--- src/io_pkg.sv ---
/* Pad counts and JTAG pad indices, register map,
   Wishbone and TAP state enums, TAP instructions and IDCODE */
package io_pkg;

  localparam int NumMio = 16;
  localparam int NumDio = 4;
  localparam int NumIos = NumMio + NumDio; // MIO in 15:0, DIO in 19:16

  // Dedicated pads taken over in JTAG mode
  localparam int TckIdx = NumMio + 0;
  localparam int TmsIdx = NumMio + 1;
  localparam int TdiIdx = NumMio + 2;
  localparam int TdoIdx = NumMio + 3;

  // TMS doubles as an active-low chip select, so idle high
  localparam logic [NumIos-1:0] TieOffValues = NumIos'(1) << TmsIdx;

  localparam int WbAdrW = 3;

  typedef enum logic [WbAdrW-1:0] {
    REG_OUT    = 3'd0,
    REG_OE     = 3'd1,
    REG_IN     = 3'd2,
    REG_INVERT = 3'd3,
    REG_STATUS = 3'd4
  } reg_addr_e;

  typedef enum logic {
    WB_IDLE,
    WB_ACK
  } wb_state_e;

  typedef enum logic [3:0] {
    TAP_TLR, TAP_RTI,
    TAP_SEL_DR, TAP_CAP_DR, TAP_SHIFT_DR, TAP_EXIT1_DR, TAP_PAUSE_DR, TAP_EXIT2_DR, TAP_UPD_DR,
    TAP_SEL_IR, TAP_CAP_IR, TAP_SHIFT_IR, TAP_EXIT1_IR, TAP_PAUSE_IR, TAP_EXIT2_IR, TAP_UPD_IR
  } tap_state_e;

  typedef enum logic [1:0] {
    IDCODE = 2'b01,
    BYPASS = 2'b11
  } tap_instr_e;

  localparam logic [31:0] IdcodeValue = 32'h0A5C1001; // LSB fixed at 1

endpackage

--- src/pad_ring.sv ---
/* Pad ring model with output polarity inversion
   and two-flop synchronizers on pad inputs and strap */
`timescale 1ns/1ps

module pad_ring (
  input  logic                      clk_i,
  input  logic                      rst_n_i,
  input  logic [io_pkg::NumIos-1:0] pad_in_i,
  input  logic                      jtag_strap_i,
  input  logic [io_pkg::NumIos-1:0] core_out_i,
  input  logic [io_pkg::NumIos-1:0] core_oe_i,
  input  logic [io_pkg::NumIos-1:0] invert_i,
  output logic [io_pkg::NumIos-1:0] pad_out_o,
  output logic [io_pkg::NumIos-1:0] pad_oe_o,
  output logic [io_pkg::NumIos-1:0] ring_in_o,
  output logic                      strap_o
);

  logic [io_pkg::NumIos-1:0] in_meta_q;
  logic [io_pkg::NumIos-1:0] in_sync_q;
  logic                      strap_meta_q;
  logic                      strap_sync_q;

  // Outgoing side
  assign pad_out_o = core_out_i ^ invert_i;
  assign pad_oe_o  = core_oe_i; // Enables never inverted

  always_ff @(posedge clk_i or negedge rst_n_i) begin
    if (!rst_n_i) begin
      in_meta_q    <= '0;
      in_sync_q    <= '0;
      strap_meta_q <= 1'b0;
      strap_sync_q <= 1'b0;
    end else begin
      in_meta_q    <= pad_in_i;
      in_sync_q    <= in_meta_q;
      strap_meta_q <= jtag_strap_i;
      strap_sync_q <= strap_meta_q;
    end
  end

  assign ring_in_o = in_sync_q ^ invert_i; // Polarity after the synchronizer
  assign strap_o   = strap_sync_q;

endmodule

--- src/jtag_overlay_mux.sv ---
/* JTAG overlay on the dedicated pads with core-side tie-offs */
`timescale 1ns/1ps

module jtag_overlay_mux (
  input  logic                      strap_i,
  input  logic [io_pkg::NumIos-1:0] out_core_i,
  input  logic [io_pkg::NumIos-1:0] oe_core_i,
  input  logic [io_pkg::NumIos-1:0] in_ring_i,
  input  logic                      jtag_tdo_i,
  output logic                      jtag_active_o,
  output logic [io_pkg::NumIos-1:0] out_ring_o,
  output logic [io_pkg::NumIos-1:0] oe_ring_o,
  output logic [io_pkg::NumIos-1:0] in_core_o,
  output logic                      jtag_tck_o,
  output logic                      jtag_tms_o,
  output logic                      jtag_tdi_o
);

  assign jtag_active_o = strap_i; // Strap already synchronized in the ring

  always_comb begin
    // Normal mode defaults, TAP sees an idle bus
    out_ring_o = out_core_i;
    oe_ring_o  = oe_core_i;
    in_core_o  = in_ring_i;
    jtag_tck_o = 1'b0;
    jtag_tms_o = 1'b1;
    jtag_tdi_o = 1'b0;

    if (strap_i) begin
      jtag_tck_o = in_ring_i[io_pkg::TckIdx];
      jtag_tms_o = in_ring_i[io_pkg::TmsIdx];
      jtag_tdi_o = in_ring_i[io_pkg::TdiIdx];

      out_ring_o[io_pkg::TdoIdx] = jtag_tdo_i;
      oe_ring_o[io_pkg::TdoIdx]  = 1'b1;
      oe_ring_o[io_pkg::TckIdx]  = 1'b0; // Inputs only while JTAG owns them
      oe_ring_o[io_pkg::TmsIdx]  = 1'b0;
      oe_ring_o[io_pkg::TdiIdx]  = 1'b0;

      // Core sees fixed values on the borrowed pads
      in_core_o[io_pkg::TckIdx] = io_pkg::TieOffValues[io_pkg::TckIdx];
      in_core_o[io_pkg::TmsIdx] = io_pkg::TieOffValues[io_pkg::TmsIdx];
      in_core_o[io_pkg::TdiIdx] = io_pkg::TieOffValues[io_pkg::TdiIdx];
      in_core_o[io_pkg::TdoIdx] = io_pkg::TieOffValues[io_pkg::TdoIdx];
    end
  end

endmodule

--- src/pinctrl_regs.sv ---
/* Wishbone classic pin controller with output, enable and
   invert registers plus input and status readback */
`timescale 1ns/1ps

module pinctrl_regs (
  input  logic                      clk_i,
  input  logic                      rst_n_i,
  input  logic                      wb_cyc_i,
  input  logic                      wb_stb_i,
  input  logic                      wb_we_i,
  input  logic [io_pkg::WbAdrW-1:0] wb_adr_i,
  input  logic [31:0]               wb_dat_i,
  input  logic [io_pkg::NumIos-1:0] core_in_i,
  input  logic                      jtag_active_i,
  output logic [31:0]               wb_dat_o,
  output logic                      wb_ack_o,
  output logic [io_pkg::NumIos-1:0] core_out_o,
  output logic [io_pkg::NumIos-1:0] core_oe_o,
  output logic [io_pkg::NumIos-1:0] invert_o
);

  io_pkg::wb_state_e         state_q;
  logic                      req;
  logic [io_pkg::NumIos-1:0] out_q;
  logic [io_pkg::NumIos-1:0] oe_q;
  logic [io_pkg::NumIos-1:0] inv_q;
  logic [31:0]               rdata_d;
  logic [31:0]               rdata_q;

  assign req = wb_cyc_i & wb_stb_i;

  // Handshake FSM, ack one cycle after the request is seen
  always_ff @(posedge clk_i or negedge rst_n_i) begin
    if (!rst_n_i) begin
      state_q <= io_pkg::WB_IDLE;
    end else begin
      case (state_q)
        io_pkg::WB_IDLE: if (req) state_q <= io_pkg::WB_ACK;
        default:         state_q <= io_pkg::WB_IDLE; // Master drops stb after ack
      endcase
    end
  end

  assign wb_ack_o = (state_q == io_pkg::WB_ACK);

  ////////////////////////////////////////
  // Register file

  // Writes land at the end of the ack cycle
  always_ff @(posedge clk_i or negedge rst_n_i) begin
    if (!rst_n_i) begin
      out_q <= '0;
      oe_q  <= '0;
      inv_q <= '0;
    end else if (wb_ack_o && req && wb_we_i) begin
      case (io_pkg::reg_addr_e'(wb_adr_i))
        io_pkg::REG_OUT:    out_q <= wb_dat_i[io_pkg::NumIos-1:0];
        io_pkg::REG_OE:     oe_q  <= wb_dat_i[io_pkg::NumIos-1:0];
        io_pkg::REG_INVERT: inv_q <= wb_dat_i[io_pkg::NumIos-1:0];
        default: ; // Read-only and unmapped writes dropped
      endcase
    end
  end

  always_comb begin
    case (io_pkg::reg_addr_e'(wb_adr_i))
      io_pkg::REG_OUT:    rdata_d = 32'(out_q);
      io_pkg::REG_OE:     rdata_d = 32'(oe_q);
      io_pkg::REG_IN:     rdata_d = 32'(core_in_i);
      io_pkg::REG_INVERT: rdata_d = 32'(inv_q);
      io_pkg::REG_STATUS: rdata_d = 32'(jtag_active_i);
      default:            rdata_d = '0;
    endcase
  end

  // Read data sampled with the request so it is valid alongside ack
  always_ff @(posedge clk_i) begin
    if (state_q == io_pkg::WB_IDLE && req) begin
      rdata_q <= rdata_d;
    end
  end

  assign wb_dat_o   = rdata_q;
  assign core_out_o = out_q;
  assign core_oe_o  = oe_q;
  assign invert_o   = inv_q;

endmodule

--- src/jtag_tap.sv ---
/* Oversampled JTAG TAP controller with IDCODE and BYPASS */
`timescale 1ns/1ps

module jtag_tap (
  input  logic clk_i,
  input  logic rst_n_i,
  input  logic jtag_active_i,
  input  logic tck_i,
  input  logic tms_i,
  input  logic tdi_i,
  output logic tdo_o
);

  logic [2:0]           jtag_meta_q; // {tdi, tms, tck}
  logic [2:0]           jtag_sync_q;
  logic                 tck_prev_q;
  logic                 tck_rise;
  logic                 tck_fall;
  logic                 tms;
  logic                 tdi;
  io_pkg::tap_state_e   state_q;
  io_pkg::tap_state_e   state_d;
  io_pkg::tap_instr_e   ir_q;
  logic [1:0]           ir_sr_q;
  logic [31:0]          idcode_sr_q;
  logic                 bypass_q;
  logic                 tdo_q;

  ////////////////////////////////////////
  // TCK oversampling

  always_ff @(posedge clk_i or negedge rst_n_i) begin
    if (!rst_n_i) begin
      jtag_meta_q <= 3'b010;
      jtag_sync_q <= 3'b010;
      tck_prev_q  <= 1'b0;
    end else begin
      jtag_meta_q <= {tdi_i, tms_i, tck_i};
      jtag_sync_q <= jtag_meta_q;
      tck_prev_q  <= jtag_sync_q[0];
    end
  end

  assign tck_rise = jtag_sync_q[0] & ~tck_prev_q;
  assign tck_fall = ~jtag_sync_q[0] & tck_prev_q;
  assign tms      = jtag_sync_q[1];
  assign tdi      = jtag_sync_q[2];

  ////////////////////////////////////////
  // TAP state machine

  always_comb begin
    case (state_q)
      io_pkg::TAP_TLR:      state_d = tms ? io_pkg::TAP_TLR      : io_pkg::TAP_RTI;
      io_pkg::TAP_RTI:      state_d = tms ? io_pkg::TAP_SEL_DR   : io_pkg::TAP_RTI;
      io_pkg::TAP_SEL_DR:   state_d = tms ? io_pkg::TAP_SEL_IR   : io_pkg::TAP_CAP_DR;
      io_pkg::TAP_CAP_DR:   state_d = tms ? io_pkg::TAP_EXIT1_DR : io_pkg::TAP_SHIFT_DR;
      io_pkg::TAP_SHIFT_DR: state_d = tms ? io_pkg::TAP_EXIT1_DR : io_pkg::TAP_SHIFT_DR;
      io_pkg::TAP_EXIT1_DR: state_d = tms ? io_pkg::TAP_UPD_DR   : io_pkg::TAP_PAUSE_DR;
      io_pkg::TAP_PAUSE_DR: state_d = tms ? io_pkg::TAP_EXIT2_DR : io_pkg::TAP_PAUSE_DR;
      io_pkg::TAP_EXIT2_DR: state_d = tms ? io_pkg::TAP_UPD_DR   : io_pkg::TAP_SHIFT_DR;
      io_pkg::TAP_UPD_DR:   state_d = tms ? io_pkg::TAP_SEL_DR   : io_pkg::TAP_RTI;
      io_pkg::TAP_SEL_IR:   state_d = tms ? io_pkg::TAP_TLR      : io_pkg::TAP_CAP_IR;
      io_pkg::TAP_CAP_IR:   state_d = tms ? io_pkg::TAP_EXIT1_IR : io_pkg::TAP_SHIFT_IR;
      io_pkg::TAP_SHIFT_IR: state_d = tms ? io_pkg::TAP_EXIT1_IR : io_pkg::TAP_SHIFT_IR;
      io_pkg::TAP_EXIT1_IR: state_d = tms ? io_pkg::TAP_UPD_IR   : io_pkg::TAP_PAUSE_IR;
      io_pkg::TAP_PAUSE_IR: state_d = tms ? io_pkg::TAP_EXIT2_IR : io_pkg::TAP_PAUSE_IR;
      io_pkg::TAP_EXIT2_IR: state_d = tms ? io_pkg::TAP_UPD_IR   : io_pkg::TAP_SHIFT_IR;
      default:              state_d = tms ? io_pkg::TAP_SEL_DR   : io_pkg::TAP_RTI;
    endcase
  end

  always_ff @(posedge clk_i or negedge rst_n_i) begin
    if (!rst_n_i) begin
      state_q <= io_pkg::TAP_TLR;
      ir_q    <= io_pkg::IDCODE;
      tdo_q   <= 1'b0;
    end else if (!jtag_active_i) begin
      state_q <= io_pkg::TAP_TLR; // Parked while pads are GPIO
      ir_q    <= io_pkg::IDCODE;
      tdo_q   <= 1'b0;
    end else begin
      if (tck_rise) begin
        state_q <= state_d;
        if (state_q == io_pkg::TAP_TLR) begin
          ir_q <= io_pkg::IDCODE;
        end else if (state_q == io_pkg::TAP_UPD_IR) begin
          // Unused codes fall back to BYPASS
          ir_q <= (ir_sr_q == io_pkg::IDCODE) ? io_pkg::IDCODE : io_pkg::BYPASS;
        end
      end
      if (tck_fall) begin
        case (state_q)
          io_pkg::TAP_SHIFT_IR: tdo_q <= ir_sr_q[0];
          io_pkg::TAP_SHIFT_DR: tdo_q <= (ir_q == io_pkg::IDCODE) ? idcode_sr_q[0] : bypass_q;
          default:              tdo_q <= 1'b0;
        endcase
      end
    end
  end

  ////////////////////////////////////////
  // Instruction and data shift registers

  always_ff @(posedge clk_i) begin
    if (tck_rise) begin
      case (state_q)
        io_pkg::TAP_CAP_IR:   ir_sr_q <= 2'b01; // Fixed capture pattern
        io_pkg::TAP_SHIFT_IR: ir_sr_q <= {tdi, ir_sr_q[1]};
        io_pkg::TAP_CAP_DR: begin
          idcode_sr_q <= io_pkg::IdcodeValue;
          bypass_q    <= 1'b0;
        end
        io_pkg::TAP_SHIFT_DR: begin
          if (ir_q == io_pkg::IDCODE) begin
            idcode_sr_q <= {tdi, idcode_sr_q[31:1]}; // LSB out first
          end else begin
            bypass_q <= tdi;
          end
        end
        default: ;
      endcase
    end
  end

  assign tdo_o = tdo_q;

endmodule

--- src/chip_io_top.sv ---
/* Pin subsystem top: pad ring, JTAG overlay mux,
   Wishbone pin controller and debug TAP */
`timescale 1ns/1ps

module chip_io_top (
  input  logic                      clk_i,
  input  logic                      rst_n_i,
  // Wishbone classic slave
  input  logic                      wb_cyc_i,
  input  logic                      wb_stb_i,
  input  logic                      wb_we_i,
  input  logic [io_pkg::WbAdrW-1:0] wb_adr_i,
  input  logic [31:0]               wb_dat_i,
  output logic [31:0]               wb_dat_o,
  output logic                      wb_ack_o,
  // Pads
  input  logic [io_pkg::NumIos-1:0] pad_in_i,
  output logic [io_pkg::NumIos-1:0] pad_out_o,
  output logic [io_pkg::NumIos-1:0] pad_oe_o,
  input  logic                      jtag_strap_i
);

  logic [io_pkg::NumIos-1:0] ring_out, ring_oe, ring_in;
  logic [io_pkg::NumIos-1:0] core_out, core_oe, core_in;
  logic [io_pkg::NumIos-1:0] invert;
  logic                      strap_sync, jtag_active;
  logic                      jtag_tck, jtag_tms, jtag_tdi, jtag_tdo;

  ////////////////////////////////////////
  // Pad ring

  pad_ring u_pad_ring (
    .clk_i        ( clk_i        ),
    .rst_n_i      ( rst_n_i      ),
    .pad_in_i     ( pad_in_i     ),
    .jtag_strap_i ( jtag_strap_i ),
    .core_out_i   ( ring_out     ),
    .core_oe_i    ( ring_oe      ),
    .invert_i     ( invert       ),
    .pad_out_o    ( pad_out_o    ),
    .pad_oe_o     ( pad_oe_o     ),
    .ring_in_o    ( ring_in      ),
    .strap_o      ( strap_sync   )
  );

  ////////////////////////////////////////
  // JTAG overlay

  jtag_overlay_mux u_jtag_mux (
    .strap_i       ( strap_sync  ),
    .out_core_i    ( core_out    ),
    .oe_core_i     ( core_oe     ),
    .in_ring_i     ( ring_in     ),
    .jtag_tdo_i    ( jtag_tdo    ),
    .jtag_active_o ( jtag_active ),
    .out_ring_o    ( ring_out    ),
    .oe_ring_o     ( ring_oe     ),
    .in_core_o     ( core_in     ),
    .jtag_tck_o    ( jtag_tck    ),
    .jtag_tms_o    ( jtag_tms    ),
    .jtag_tdi_o    ( jtag_tdi    )
  );

  ////////////////////////////////////////
  // Core side

  pinctrl_regs u_pinctrl (
    .clk_i         ( clk_i       ),
    .rst_n_i       ( rst_n_i     ),
    .wb_cyc_i      ( wb_cyc_i    ),
    .wb_stb_i      ( wb_stb_i    ),
    .wb_we_i       ( wb_we_i     ),
    .wb_adr_i      ( wb_adr_i    ),
    .wb_dat_i      ( wb_dat_i    ),
    .core_in_i     ( core_in     ),
    .jtag_active_i ( jtag_active ),
    .wb_dat_o      ( wb_dat_o    ),
    .wb_ack_o      ( wb_ack_o    ),
    .core_out_o    ( core_out    ),
    .core_oe_o     ( core_oe     ),
    .invert_o      ( invert      )
  );

  jtag_tap u_tap (
    .clk_i         ( clk_i       ),
    .rst_n_i       ( rst_n_i     ),
    .jtag_active_i ( jtag_active ),
    .tck_i         ( jtag_tck    ),
    .tms_i         ( jtag_tms    ),
    .tdi_i         ( jtag_tdi    ),
    .tdo_o         ( jtag_tdo    )
  );

endmodule

--- config.mk ---
export PLATFORM = sky130hd
export DESIGN_NAME = chip_io_top
export DESIGN_NICKNAME = d
export VERILOG_FILES = /design/src/io_pkg.sv /design/src/pad_ring.sv /design/src/jtag_overlay_mux.sv /design/src/pinctrl_regs.sv /design/src/jtag_tap.sv /design/src/chip_io_top.sv
export SDC_FILE = /design/constraint.sdc
export NUM_CORES = 1
export LEC_CHECK = 0
export BUFFER_PORTS_ARGS = -buffer_cell sky130_fd_sc_hd__buf_2
export CORE_ASPECT_RATIO = 1.25
export CORE_MARGIN = 5
export CORE_UTILIZATION = 50
export DETAILED_ROUTE_END_ITERATION = 8
export PLACE_DENSITY = 0.76
export SYNTH_ARGS = -nofsm -noshare
export SYNTH_HDL_FRONTEND = slang
export SYNTH_SLANG_ARGS = --single-unit
--- constraint.sdc ---
create_clock -name clk_i -period 3.9 [get_ports clk_i]
set_input_delay 0.78 -clock clk_i [delete_from_list [all_inputs] [get_ports clk_i]]
set_output_delay 0.78 -clock clk_i [all_outputs]
set_load 0.005 [all_outputs]
## After elaboration in Yosys (flattened, before gate mapping)

Index checks and enable logic that the tools add are counted.

- Word-level logic and storage cells: 104
- Register bits: 184

- Bitwise gates (word level): 8
- Eq/ne operators: 24
- Mux-type cells: 38
- Reduce and logical (&&, ||, !) cells: 16

Operators with widths:

| operator | count |
|---|---|
| $pmux 20 s5 | 1 |
| $pmux 32 s2 | 1 |
| $pmux 4 s11 | 1 |
| $xor 20x20->20 | 2 |
| $mux 32 | 1 |
| $mux 4 | 8 |
| $eq 4x4->1 const B | 7 |
| $eq 4x3->1 const B | 4 |
| $mux 2 | 8 |
| $mux 1 | 13 |
| $reduce_and 2->1 | 5 |
| $eq 4x2->1 const B | 2 |
| $eq 3x2->1 const B | 2 |
| $mux 3 | 2 |
| $ne 2x1->1 const B | 3 |
| $reduce_and 3->1 | 2 |
| $eq 2x1->1 const B | 2 |
| $logic_not 4->1 | 1 |
| $pmux 1 s2 | 2 |
| $pmux 2 s2 | 1 |
| $reduce_bool 2->1 | 2 |
| $reduce_or 2->1 | 2 |
| $and 1x1->1 | 3 |
| $eq 3x1->1 const B | 1 |
| 6 further kinds | 10 |

## Depth between registers and ports, before layout

- Word-level depth: 6
- Gate-level depth with buffers: 6
- Mapped depth without buffers: 4

## By module

From an unflattened synthesis, not the netlist that was laid out.

- Cell total of the unflattened synthesis: 537
- Area, all modules: 7807.5 um^2

By module, submodules not included:

| module | area each (um^2) | times used | cells an instance |
|---|---|---|---|
| pinctrl_regs | 3748.6 | 1 | 220 |
| jtag_tap | 2024.4 | 1 | 150 |
| pad_ring | 1551.5 | 1 | 102 |
| jtag_overlay_mux | 483.0 | 1 | 65 |

## Worst setup path before layout

OpenSTA, ideal clock, no wires.

- Path kind: register -> register
- Start: reg u_tap.state_q[1]
- End: reg u_tap.idcode_sr_q[0], enable pin
- Stages on the path, launching flop included: 6
- Data required time: 3.439 ns
- Path buffers: 2
- Setup slack: -0.096 ns
- Arrival time: 3.535 ns
- Cell sequence: dfrtp_1 > clkbuf_1 > or3b_2 > clkbuf_1 > o22a_1 > nor3_1

- Word-level cells in the longest chain between the ends: 3

RTL lines:

| element | RTL line | text |
|---|---|---|
| start, declared | jtag_tap.sv:21 | `io_pkg::tap_state_e state_q;` |
| start signal, assigned | jtag_tap.sv:75 | `state_q <= io_pkg::TAP_TLR;` |
| start signal, assigned | jtag_tap.sv:79 | `state_q <= io_pkg::TAP_TLR;` |
| start signal, assigned | jtag_tap.sv:84 | `state_q <= state_d;` |
| $eq 4x3->1 or $eq 4x2->1 (tied branches) | jtag_tap.sv:107 | `case (state_q)` |
| $ne 2x1->1 (no line) or $reduce_bool 2->1 (tied branches) | -- |  |
| $reduce_and 3->1 (no line) (*) | -- |  |
| end signal, assigned | jtag_tap.sv:111 | `idcode_sr_q <= io_pkg::IdcodeValue;` |
| end signal, assigned | jtag_tap.sv:116 | `idcode_sr_q <= {tdi, idcode_sr_q[31:1]};` |
| end, declared | jtag_tap.sv:25 | `logic [31:0] idcode_sr_q;` |

Every way passes the cells marked *; elsewhere a longest branch is shown, timed or not.
A chain may end at the register's enable or synchronous reset.

## Worst setup path after layout

- Start: reg u_pad_ring.strap_sync_q, in the netlist u_pad_ring.strap_o
- End: out pad_out_o[19] (netlist bit)

- Word-level cells in the longest chain between the ends: 2

RTL lines:

| element | RTL line | text |
|---|---|---|
| start, declared | pad_ring.sv:22 | `logic strap_sync_q;` |
| start signal, assigned | pad_ring.sv:38 | `strap_sync_q <= strap_meta_q;` |
| $mux 1 | jtag_overlay_mux.sv:30 | `if (strap_i) begin` |
| $xor 20x20->20 | pad_ring.sv:25 | `assign pad_out_o = core_out_i ^ invert_i;` |
| end, declared | chip_io_top.sv:18 | `output logic [io_pkg::NumIos-1:0] pad_out_o,` |

Every way passes these cells.

==> results.sh <==
export IMPL_syn_to_final_growth_pct=15.6
export IMPL_p_total_mw=3.96
export IMPL_final_cell_mix="dfrtp_1 (114), buf_2 (108), mux2_2 (55), edfxtp_1 (55), and2_1 (29)"
export IMPL_cts_tree="yes"
export IMPL_fillers=1101
export IMPL_post_cts_buffers=0
export IMPL_yosys_warnings=0
export IMPL_drive_gt1_frac=0.327
export IMPL_grt_overflow_total=0
export IMPL_synth_area_um2=7220
export IMPL_slew_headroom=0.296
export IMPL_synth_top_cell_area_share=0.395
export IMPL_avgSynthCellArea_um2=12.9
export IMPL_worstSetupStartpointType="register"
export IMPL_ys_seq_elements=171
export IMPL_core_rowCount=49
export IMPL_dp_cells=806
export IMPL_synth_cells=561
export IMPL_dpl_hpwl_mm=9.88
export IMPL_final_net_count=708
export IMPL_antenna_found_initial=1
export IMPL_grt_pass1_vias=5016
export IMPL_final_common_cell="dfrtp_1"
export IMPL_synth_top_flop_cell="dfrtp_1"
export IMPL_routed_via_density=5.56
export IMPL_vias=4662
export IMPL_track_usage=0.186
export IMPL_async_reset_ff_frac=0.678
export IMPL_worstMarginPinSlew_ns=1.06
export IMPL_firstDrtPassIters=5
export IMPL_fin_crit_ns=2.54
export IMPL_finalNonFillerCells=838
export IMPL_rsz0062_at_grt="false"
export IMPL_route_detailed_drc=0
export IMPL_endpoint_kind="output port"
export IMPL_hold_depth=0
export IMPL_power_leakage_nw=3.81
export IMPL_die_x_um=117
export IMPL_fmax_mhz=394
export IMPL_core_um2=14300
export IMPL_start_util=0.506
export IMPL_hold_class="reg2reg"
export IMPL_gp_congestion=0.833
export IMPL_ff2ff_path_depth=4
export IMPL_final_setup_tns_ns=0
export IMPL_htree_levels=4
export IMPL_wl_per_cell_um=18.5
export IMPL_ir_drop_uv=419
export IMPL_grt_max_degree=68
export IMPL_status="complete, no violations"
export IMPL_root_buffer="clkbuf_16"
export IMPL_setup_viol=0
export IMPL_die_h_um=144
export IMPL_power_density_nw_per_um2=475
export IMPL_clkTransAtPathRegs_ns=0.06
export IMPL_slew_viol_final=0
export IMPL_clk_latency_ns=0.42
export IMPL_ys_types=49
export IMPL_io_buffers=109
export IMPL_finalHoldViolations=0
export IMPL_wl_mm=15.5
export IMPL_ctsResizeCount=0
export IMPL_clock_path_buffers=2
export IMPL_arrival_ns=1.76
export IMPL_num_antenna_cells=0
export IMPL_synth_area_leaders="dfrtp_1 (40%), edfxtp_1 (23%), mux2_2 (8.6%)"
export IMPL_first_iter_violations=230
export IMPL_ys_seq_area_frac=0.631
export IMPL_max_cap_violations=0
export IMPL_synth_edf_count=55
export IMPL_crit_type="reg2out"
export IMPL_cts_inserted_buffers=17
export IMPL_grt_pass1_wl_mm=25.0
export IMPL_ios=134
export IMPL_skew_ns=0.00687
export IMPL_synth_top_area_cell="dfrtp_1"
export IMPL_cp_required_ns=3.12
export IMPL_cp_max_fo=18
export IMPL_clock_sinks=171
export IMPL_dieArea_um2=17000
export IMPL_ant_nets=0
export IMPL_cts_hold_buf=0
export IMPL_post_route_period_util=0.651
layer usage:
layer  GRT usage  up-vias  part of all wire
met3      0.0497       23             0.050
met4      0.0767        2             0.017
met1       0.221     2369              0.39
met2       0.324      155              0.54
li1            -     2113                 -
met5           0        -           0.00084
worst max-delay path, stage by stage, from the launching register on:
cell     delay [ns]
dfrtp_1        0.73
mux2i_1        0.28
xnor2_1        0.17
buf_2          0.16
layout make-up:
type	count	area (um^2)	area share
Inverter	9	33.8	0.00405
Timing Repair Buffer	119	623	0.0747
Tap cell	178	223	0.0267
Sequential cell	171	4560	0.546
Clock buffer	21	460	0.0552
Multi-Input combinational cell	329	2330	0.279
Clock inverter	11	119	0.0142
registers in the layout, summed over array words and instances, names as in the netlist, 2 cells and up:
register              count
u_tap.idcode_sr_q        32
u_pad_ring.in_meta_q     20
u_pad_ring.in_sync_q     20
u_pinctrl.core_oe_o      20
u_pinctrl.core_out_o     20
u_pinctrl.invert_o       20
u_pinctrl.wb_dat_o       20
u_tap.state_q             4
u_tap.jtag_meta_q         3
u_tap.jtag_sync_q         3
u_tap.ir_sr_q             2
logic make-up after synthesis:
group                    count (synthesis)  synth area share
flip-flops                             171             0.631
AND/OR/NAND/NOR                        139             0.106
AO/OA/AOI/OAI                           89            0.0790
buffers and inverters                   72            0.0546
multiplexers                            63            0.0970
XOR/XNOR                                25            0.0303
adder cells (fa/ha/maj)                  1           0.00139
other                                    1          0.000519
stage by stage:
step                utilization  hold slack (ns)  cell area [um^2]  worst slack [ns]
floorplan                     -            0.331              7270             0.882
detailed placement        0.544            0.335              7770              1.06
global route              0.584            0.357              8350              1.25
global placement          0.544            0.332              7770              1.07
CTS                       0.584            0.349              8350              1.35
finish                    0.584            0.347              8350              1.36
worst paths after layout:
check | startpoint | endpoint | slack (ns)
min in group asynchronous | rst_n_i | u_pad_ring.in_meta_q[14] | 0.45
worst min register to register | u_pad_ring.in_meta_q[15] | u_pad_ring.in_sync_q[15] | 0.35
max in group asynchronous | rst_n_i | u_tap.jtag_meta_q[1] | 2.50
worst max-delay path | u_pad_ring.strap_o | pad_out_o[19] | 1.36
worst min-delay path | u_pad_ring.in_meta_q[15] | u_pad_ring.in_sync_q[15] | 0.35
worst max register to register | u_tap.state_q[2] | u_tap.idcode_sr_q[17] | 1.52
where the power goes:
| part | total (mW) | internal, mW | switching, mW |
|---|---|---|---|
| Sequential | 2.01 | 1.94 | 0.0709 |
| Clock | 1.64 | 0.974 | 0.664 |
| Combinational | 0.315 | 0.144 | 0.172 |
synth_stat cells, types with 8 or more instances:
library cell	instances
xor2_1	21
clkbuf_1	24
nand3_1	12
nor2b_1	20
buf_4	31
o22ai_1	15
a21oi_1	16
and2_1	29
mux2_2	55
nor2_1	16
dfrtp_1	114
o21ai_0	26
inv_1	8
edfxtp_1	55
or3_1	9
a221oi_1	12
nand2_1	27
No activity file was read; power rests on OpenSTA's default activity.
